===== src/rtl/coder_macros.svh =====
`ifndef CODER_MACROS_SVH
`define CODER_MACROS_SVH

// Packed output word
`define CODE_W 32
// Bit count wide enough for 0 to 32
`define LEN_W 6
`define CAT_W 4
`define VLI_W 11
// Entries in the luminance DC table
`define DC_CATS 12

`endif


===== src/rtl/codePkg.sv =====
`include "coder_macros.svh"

package codePkg;

  // One output or working word
  typedef logic [`CODE_W-1:0] word_t;

  // Number of valid bits in a code or word
  typedef logic [`LEN_W-1:0] len_t;

  // DC size category from 0 to 11
  typedef logic [`CAT_W-1:0] cat_t;

  // Right-aligned VLI bits
  typedef logic [`VLI_W-1:0] vli_t;

endpackage


===== src/rtl/busPkg.sv =====
package busPkg;
  import codePkg::*;

  typedef struct packed {
    logic valid;
    logic last;
    cat_t cat;
    vli_t vli;
  } symbol_t;

  // Code is left-aligned in the word
  typedef struct packed {
    logic  valid;
    logic  last;
    word_t code;
    len_t  len;
  } code_t;

  typedef struct packed {
    logic  valid;
    logic  last;
    logic  wrap;
    word_t upper;
    word_t lower;
    len_t  flushLen;
  } split_t;

  typedef struct packed {
    logic  valid;
    logic  last;
    word_t word;
    len_t  len;
  } wordOut_t;

  typedef enum logic [1:0] {normal, flush, flushWrap} emitState_t;

endpackage


===== src/rtl/dcHuffmanRom.sv =====
`timescale 1ns/1ps
`include "coder_macros.svh"

module dcHuffmanRom (
  input  logic            clk,
  input  busPkg::symbol_t symbol,
  output codePkg::word_t  code,
  output codePkg::len_t   len
);
  import codePkg::*;

  // Standard luminance DC table with right-aligned codes
  localparam word_t codeTable [`DC_CATS] = '{
    'b00,
    'b010,
    'b011,
    'b100,
    'b101,
    'b110,
    'b1110,
    'b11110,
    'b111110,
    'b1111110,
    'b11111110,
    'b111111110
  };

  localparam len_t lenTable [`DC_CATS] = '{
    6'd2, 6'd3, 6'd3, 6'd3, 6'd3, 6'd3,
    6'd4, 6'd5, 6'd6, 6'd7, 6'd8, 6'd9
  };

  always_ff @(posedge clk) begin
    if (symbol.valid) begin
      code <= codeTable[symbol.cat];
      len  <= lenTable[symbol.cat];
    end
  end

endmodule


===== src/rtl/codeAssembler.sv =====
`timescale 1ns/1ps
`include "coder_macros.svh"

module codeAssembler (
  input  logic            clk,
  input  logic            rst_n,
  input  busPkg::symbol_t symbol,
  output busPkg::code_t   code
);
  import codePkg::*;
  import busPkg::*;

  word_t   romCode;
  len_t    romLen;
  symbol_t symbolQ;
  code_t   merged;
  word_t   vliMask;

  dcHuffmanRom huffmanRom (
    .clk    (clk),
    .symbol (symbol),
    .code   (romCode),
    .len    (romLen)
  );

  // Symbol waits beside the table read
  always_ff @(posedge clk or negedge rst_n) begin
    if (!rst_n) begin
      symbolQ.valid <= 1'b0;
      symbolQ.last  <= 1'b0;
    end else begin
      symbolQ <= symbol;
    end
  end

  // Only the low cat bits of the VLI field belong to the symbol
  assign vliMask = ~({`CODE_W{1'b1}} << symbolQ.cat);

  // VLI bits go below the Huffman code
  always_ff @(posedge clk or negedge rst_n) begin
    if (!rst_n) begin
      merged.valid <= 1'b0;
      merged.last  <= 1'b0;
    end else begin
      merged.valid <= symbolQ.valid;
      merged.last  <= symbolQ.valid & symbolQ.last;
      if (symbolQ.valid) begin
        merged.code <= (romCode << symbolQ.cat) | (word_t'(symbolQ.vli) & vliMask);
        merged.len  <= romLen + len_t'(symbolQ.cat);
      end
    end
  end

  // Left-align so the first bit sits at the word MSB
  always_ff @(posedge clk or negedge rst_n) begin
    if (!rst_n) begin
      code.valid <= 1'b0;
      code.last  <= 1'b0;
    end else begin
      code.valid <= merged.valid;
      code.last  <= merged.last;
      if (merged.valid) begin
        code.code <= merged.code << (len_t'(`CODE_W) - merged.len);
        code.len  <= merged.len;
      end
    end
  end

endmodule


===== src/rtl/bitShifter.sv =====
`timescale 1ns/1ps
`include "coder_macros.svh"

module bitShifter (
  input  logic           clk,
  input  logic           rst_n,
  input  busPkg::code_t  code,
  output busPkg::split_t split
);
  import codePkg::*;

  len_t fill;
  len_t sum;
  len_t tailLen;
  len_t nextFill;
  logic wrap;

  always_comb begin
    sum = fill + code.len;
    // A block ending exactly on a word boundary flushes as one full word
    if (code.last) begin
      wrap = sum > len_t'(`CODE_W);
    end else begin
      wrap = sum >= len_t'(`CODE_W);
    end
    tailLen  = wrap ? sum - len_t'(`CODE_W) : sum;
    nextFill = code.last ? '0 : tailLen;
  end

  always_ff @(posedge clk or negedge rst_n) begin
    if (!rst_n) begin
      fill        <= '0;
      split.valid <= 1'b0;
      split.last  <= 1'b0;
      split.wrap  <= 1'b0;
    end else begin
      split.valid <= code.valid;
      split.last  <= code.valid & code.last;
      split.wrap  <= code.valid & wrap;
      if (code.valid) begin
        fill <= nextFill;
        // Bits past the current word spill into lower
        {split.upper, split.lower} <= {code.code, word_t'(0)} >> fill;
        split.flushLen <= tailLen;
      end
    end
  end

endmodule


===== src/rtl/wordEmitter.sv =====
`timescale 1ns/1ps
`include "coder_macros.svh"

module wordEmitter (
  input  logic             clk,
  input  logic             rst_n,
  input  busPkg::split_t   split,
  output busPkg::wordOut_t word
);
  import codePkg::*;
  import busPkg::*;

  emitState_t state;
  emitState_t stateNext;
  word_t      pending;
  word_t      pendingNext;
  word_t      splice;
  len_t       finalLen;
  wordOut_t   wordNext;

  always_comb begin
    splice      = pending | split.upper;
    stateNext   = state;
    pendingNext = pending;
    wordNext       = word;
    wordNext.valid = 1'b0;
    wordNext.last  = 1'b0;

    case (state)
      normal: begin
        if (split.valid) begin
          pendingNext = splice;
          if (split.wrap) begin
            wordNext.valid = 1'b1;
            wordNext.word  = splice;
            wordNext.len   = len_t'(`CODE_W);
            pendingNext    = split.lower;
          end
          if (split.last) begin
            stateNext = split.wrap ? flushWrap : flush;
          end
        end
      end
      // After a wrap the held bits are the spilled remainder
      flush, flushWrap: begin
        wordNext.valid = 1'b1;
        wordNext.last  = 1'b1;
        wordNext.word  = pending;
        wordNext.len   = finalLen;
        pendingNext    = '0;
        stateNext      = normal;
      end
      default: begin
        stateNext   = normal;
        pendingNext = '0;
      end
    endcase
  end

  // Pending bits wait here until a word fills
  always_ff @(posedge clk or negedge rst_n) begin
    if (!rst_n) begin
      state      <= normal;
      pending    <= '0;
      word.valid <= 1'b0;
      word.last  <= 1'b0;
    end else begin
      state   <= stateNext;
      pending <= pendingNext;
      word    <= wordNext;
    end
  end

  always_ff @(posedge clk) begin
    if (split.valid && split.last) begin
      finalLen <= split.flushLen;
    end
  end

endmodule


===== src/rtl/entropyCoder.sv =====
`timescale 1ns/1ps

module entropyCoder (
  input  logic             clk,
  input  logic             rst_n,
  input  busPkg::symbol_t  symbol,
  output busPkg::wordOut_t word
);
  import busPkg::*;

  code_t  codeBus;
  split_t splitBus;

  // Table lookup, merge and align
  codeAssembler assembler (
    .clk    (clk),
    .rst_n  (rst_n),
    .symbol (symbol),
    .code   (codeBus)
  );

  bitShifter shifter (
    .clk   (clk),
    .rst_n (rst_n),
    .code  (codeBus),
    .split (splitBus)
  );

  // Full words and block flush
  wordEmitter emitter (
    .clk   (clk),
    .rst_n (rst_n),
    .split (splitBus),
    .word  (word)
  );

endmodule


===== config.mk =====
export PLATFORM = sky130hd
export DESIGN_NAME = entropyCoder
export DESIGN_NICKNAME = d
export VERILOG_FILES = /design/src/rtl/codePkg.sv /design/src/rtl/busPkg.sv /design/src/rtl/dcHuffmanRom.sv /design/src/rtl/codeAssembler.sv /design/src/rtl/bitShifter.sv /design/src/rtl/wordEmitter.sv /design/src/rtl/entropyCoder.sv
export VERILOG_INCLUDE_DIRS = /design/src /design/src/rtl
export SDC_FILE = /design/constraint.sdc
export NUM_CORES = 1
export LEC_CHECK = 0
export ABC_AREA = 0
export BUFFER_PORTS_ARGS = -buffer_cell sky130_fd_sc_hd__clkbuf_2
export CAP_MARGIN = 0
export CORE_MARGIN = 8
export CORE_UTILIZATION = 50
export DETAILED_ROUTE_END_ITERATION = 8
export PLACE_DENSITY = 0.67
export SYNTH_ARGS = -nofsm -noshare
export SYNTH_HDL_FRONTEND = slang
export SYNTH_HIERARCHICAL = 1
export SYNTH_SLANG_ARGS = --single-unit

===== constraint.sdc =====
create_clock -name clk -period 3.9 [get_ports clk]
set_input_delay 0.78 -clock clk [delete_from_list [all_inputs] [get_ports clk]]
set_output_delay 0.78 -clock clk [all_outputs]
set_load 0.03 [all_outputs]

; Yosys cells after proc, flatten, opt, wreduce, memory -nomap -nowiden
; Memory sizes are Yosys's and may differ from the RTL's. A register that Yosys moved wholly into a read port is not among the register bits.
; Cells that the tools add are included.
[totals]
wordCells = 77
n_memories = 2
in_bits = 19
out_inout_bits = 40
reg_bits = 256
romBits = 608
[classes]
n_eq_ne = 5
n_lt_le_gt_ge = 2
n_mux = 17
bitwise = 8
addsub = 4
shift = 4
reduce_logical = 9
[mem_list]
columns = memory, words, width, read_ports, rd_ports_with_merged_regs, write_ports, line
row1 = (name not given), 16, 32, 1, 1, 0, dcHuffmanRom.sv:35  ; code <= codeTable[symbol.cat];
row2 = (name not given), 16, 6, 1, 1, 0, dcHuffmanRom.sv:36  ; len <= lenTable[symbol.cat];
[ops]
columns = op, count
row1 = two-way mux 32 bit, 3
row2 = two-way mux 38 bit, 2
row3 = case mux 38 bit (2 select lines), 1
row4 = OR 32 bit, 2
row5 = >> shifter 64 x 6 -> 64 bit, 1
row6 = AND 11 x 32 -> 32 bit, 1
row7 = inverter 32 bit, 1
row8 = left shift 32 x 4 -> 32 bit, 1
row9 = "left shift 32 x 4 -> 32 bit, first input constant", 1
row10 = left shift 32 x 6 -> 32 bit, 1
row11 = two-way mux 6 bit, 2
row12 = two-way mux 2 bit, 4
row13 = AND reduction 2 bit, 4
row14 = adder 6 x 4 -> 6 bit, 1
row15 = adder 6 bit, 1
row16 = "greater-or-equal comparator 6 bit, second input constant", 1
row17 = "greater-than comparator 6 bit, second input constant", 1
row18 = "!= test 2 bit, second input constant", 3
row19 = "subtractor 6 bit, first input constant", 1
row20 = "subtractor 6 bit, second input constant", 1
row21 = inverter 4 -> 5 bit, 1
row22 = two-way mux 1 bit, 4
row23 = AND reduction 4 bit, 1
row24 = AND 1 bit, 3
row25 = other kinds (7), 7

; Depth between registers and ports, before layout
[logic_depth]
word_depth = 5
mapped_depth = 12

; By module
; The synthesis kept the hierarchy.
[modules_own_cells]
columns = module, area_each_um2, n_inst, cells_each
row1 = codeAssembler, 6690.2, 1, 565
row2 = bitShifter, 5107.4, 1, 474
row3 = wordEmitter, 3321.9, 1, 281
row4 = dcHuffmanRom, 763.2, 1, 65

; Worst setup path before layout
; No wires, ideal clock.
[synth_path]
kind = input to register
from = input port rst_n
to = register, netlist name shifter/split[0]
path_slack_ns = 1.049
t_required_ns = 3.465
cell_stages = 1
t_arrival_ns = 2.416
setup_time_ns = 0.435
cell_sequence = and2_1
[synth_via]
elab_chain_len = 1
[synth_lines]
columns = item, line
row1 = from (decl), entropyCoder.sv:5  ; input logic rst_n,
row2 = AND reduction 2 bit (no source line), --
; No other way between the ends.
; A chain may end at the register's enable or synchronous reset.

; Final worst setup path
[layout_path]
from = register assembler/merged[1] (netlist name)
to = register, netlist name assembler/code[27]
[layout_via]
elab_chain_len = 2
[layout_lines]
columns = item, line
row1 = from (decl), codeAssembler.sv:16  ; code_t merged;
row2 = subtractor 6 bit, codeAssembler.sv:63  ; code.code <= merged.code << (len_t'(`CODE_W) - merged.len);
row3 = left shift 32 x 6 -> 32 bit, codeAssembler.sv:63
; No other way between the ends.

==> impl_metrics.json <==
{
  "status": "finished, final reports clean",
  "synth-edff-count": 217,
  "use_met3": 0.02864,
  "dieArea_sq_mm": 0.03773,
  "finalHoldViolations": 0,
  "firstDrtPassIters": 5,
  "htreeDepth": 1,
  "clockBufferDepth": 3,
  "hp-class": "in -> async",
  "p_leak_uw": 0.006729,
  "ys_types": 83,
  "grt_pass1_vias": 10880,
  "drtIter0Drc": 1114,
  "synth_async_sr_flop_share": 0.1903,
  "drc": 0,
  "busiest_layer": "met2",
  "r2r.worst_path.cells": 8,
  "vias": 11241,
  "cts_buffers": 29,
  "grt_setup_unrepaired": "no",
  "required_ns": 4.20,
  "antenna_cells": 0,
  "antenna_found_initial": 0,
  "finalCritPeriodShare": 0.7479,
  "multi_input_area_sq_mm": 0.007266,
  "yosysWarnings": 6,
  "ys_seq_elements": 268,
  "grt_max_degree": 54,
  "cap_violations": 0,
  "wl_per_cell_microns": 21.89,
  "cp-start-kind": "register",
  "drive_above_1_share": 0.1939,
  "nets": 1450,
  "gr-total-overflow": 0,
  "grt_use_met2": 0.3448,
  "r2r_start": "assembler/merged[1]",
  "fin_skew_ns": 0.01585,
  "post_cts_buffers": 0,
  "crit_start": "assembler/merged[1]",
  "dp_slack_ns": 1.016,
  "core-area_sq_mm": 0.03139,
  "die_height_microns": 194.2,
  "p_per_area_mw_per_mm2": 616.4,
  "vdd_ir_drop_max_v": 0.0003651,
  "setup_tns_ns": 0,
  "cts_hold_buf": 0,
  "ioPinCount": 59,
  "slew_violations": 0,
  "ys_seq_area_frac": 0.4906,
  "cts_tree": "built",
  "maxSlewHeadroom": 0.2444,
  "tightest_slew_ns": 1.133,
  "die_w_microns": 194.2,
  "ys.flop_type": "edfxtp_1",
  "ant_nets": 0,
  "synthCells": 1385,
  "cp-end-kind": "register",
  "place.gp.congestion": 0.9716,
  "setup-violations-final": 0,
  "clk_pin_slew_ns": 0.07,
  "fin_crit_ns": 2.917,
  "critical_path_class": "reg -> reg",
  "nFillCells": 2653,
  "post_cts_resize_count": 0,
  "via_per_inst": 6.123,
  "worstSkewPairLatency_ns": 0.56,
  "rows": 65,
  "syn_area_per_cell_sq_um": 11.47,
  "hold_slack_ns": 0.1863,
  "syn_area_sq_mm": 0.01588,
  "grt_pass1_wl_mm": 63.88,
  "root_buffer": "clkbuf_16",
  "regArea_sq_mm": 0.007794,
  "initial_core_util": 0.5059,
  "drt_wl_total_mm": 40.19,
  "max_freq_mhz": 342.8,
  "clock-sinks": 268,
  "io_buffers": 58,
  "track_usage": 0.2091,
  "syn_to_final_growth_pct": 8.634,
  "place_hpwl_mm": 29.33,
  "worstPathArrival_ns": 3.22,
  "crit_fanout": 26,
  "use_met1": 0.2824,
  "fin_ws_ns": 0.9831
}
[synthesized netlist by cell type (8+ instances only)]
| master | n | area [sq um] |
|---|---|---|
| nand3_1 | 12 | 60.06 |
| buf_6 | 9 | 101.4 |
| buf_4 | 35 | 262.8 |
| a31oi_1 | 8 | 50.05 |
| a21o_1 | 39 | 292.8 |
| mux2_2 | 50 | 563.0 |
| nand2b_1 | 9 | 56.30 |
| buf_2 | 30 | 150.1 |
| a211oi_1 | 8 | 60.06 |
| o22a_1 | 9 | 78.83 |
| nor3_1 | 14 | 70.07 |
| xnor2_1 | 9 | 78.83 |
| nand2_1 | 125 | 469.2 |
| inv_1 | 55 | 206.5 |
| edfxtp_1 | 217 | 6516 |
| nor2_1 | 86 | 322.8 |
| nor2b_1 | 14 | 87.58 |
| mux4_2 | 61 | 1374 |
| a21oi_1 | 81 | 405.4 |
| clkbuf_1 | 41 | 153.9 |
| dfrtp_1 | 51 | 1276 |
| ha_1 | 18 | 225.2 |
| and2_1 | 19 | 118.9 |
| mux2i_1 | 103 | 1031 |
| o22ai_1 | 40 | 250.2 |
| o21ai_1 | 21 | 105.1 |
| o21ai_0 | 106 | 530.5 |
[report_power, final]
group          switching [uW]  internal [uW]  total [uW]
Clock                    1140           1410        2550
Combinational            2450           1460        3910
Sequential                323           3850        4170
[routing by layer]
layer | vias to the layer above | routed length, microns
met5 | - | 0
met4 | 0 | 1300
met3 | 79 | 2163
met2 | 361 | 19370
met1 | 5598 | 17360
li1 | 5203 | -
[kinds of logic (layout without fill, tap and decap cells)]
group / count (synthesis) / after routing / share of synthesized area
compound gates: 367 / 367 / 0.1431
simple gates: 310 / 310 / 0.08918
flops: 268 / 268 / 0.4906
mux: 220 / 220 / 0.1925
buf+inv: 185 / 210 / 0.05869
fa+ha+maj: 20 / 20 / 0.01670
xor+xnor: 14 / 14 / 0.008902
other cells: 1 / 25 / 0.0002361
[final timing paths]
| check | endpoint | slack, ns |
|---|---|---|
| worst max-delay path | assembler/code[27] | 0.98 |
| worst min-delay path | emitter/pending[12] | 0.19 |
| worst max register to register | assembler/code[27] | 0.98 |
| worst min register to register | assembler/code[38] | 0.36 |
| max in group asynchronous | emitter/pending[1] | 2.97 |
| min in group clk | assembler/symbolQ[15] | 0.34 |
[state kept, by name (all words and copies together) (netlist names)]
register and flops:
shifter/split 73, emitter/pending 32, emitter/word 40, emitter/finalLen 6, emitter/state 2, assembler/code 40
assembler/symbolQ 17, shifter/fill 6, assembler/huffmanRom/code 9, assembler/huffmanRom/len 3, assembler/merged 40
[cell type report]
type | count | area share
clock buffer | 35 | 0.04453
clock inverter | 19 | 0.006889
inverter | 63 | 0.01371
multi-input combinational | 956 | 0.4211
sequential | 268 | 0.4517
tap | 402 | 0.02915
timing repair buffer | 93 | 0.03292
[critical path, cell delays in order (launching register included)]
cell and delay [ns]:
edfxtp_1 0.51, inv_1 0.10, ha_1 0.49, xor2_2 0.55
buf_4 0.40, nor3_1 0.09, a21oi_1 0.17, nor2_1 0.05
or3_1 0.30
[per-stage QoR]
stage	util	std cells	total power, uW	area, sq um
floorplan	-	1409	7004	15970
global placement	0.5214	1782	8057	16370
global route	0.5496	1836	11200	17250
CTS	0.5496	1836	10650	17250
finish	0.5496	1836	10630	17250
detailed placement	0.5214	1782	8083	16370
[cells in the final DEF (no fill, tap or decap), types with 6 or more instances in the layout]
| cell type | netlist | routed |
|---|---|---|
| nor3_1 | 14 | 14 |
| a211o_1 | 6 | 6 |
| nand2b_1 | 9 | 9 |
| xnor2_1 | 9 | 8 |
| ha_1 | 18 | 18 |
| conb_1 | 1 | 25 |
| o22ai_1 | 40 | 40 |
| o22a_1 | 9 | 9 |
| nand3_1 | 12 | 12 |
| a21oi_1 | 81 | 81 |
| edfxtp_1 | 217 | 217 |
| mux4_2 | 61 | 61 |
| inv_1 | 55 | 55 |
| a31oi_1 | 8 | 8 |
| clkinv_2 | 0 | 8 |
| mux2_4 | 6 | 6 |
| buf_4 | 35 | 35 |
| nand3b_1 | 6 | 6 |
| dfrtp_1 | 51 | 50 |
| mux2i_1 | 103 | 103 |
| nand2_1 | 125 | 125 |
| clkbuf_16 | 0 | 29 |
| nor2_1 | 86 | 86 |
| clkbuf_2 | 1 | 57 |
| and2_1 | 19 | 17 |
| a21o_1 | 39 | 39 |
| nor2b_1 | 14 | 14 |
| o21ai_0 | 106 | 106 |
| o21ai_1 | 21 | 21 |
| clkinv_1 | 5 | 10 |
| a211oi_1 | 8 | 8 |
| mux2_2 | 50 | 50 |
Power figures use the tool's default switching activity.
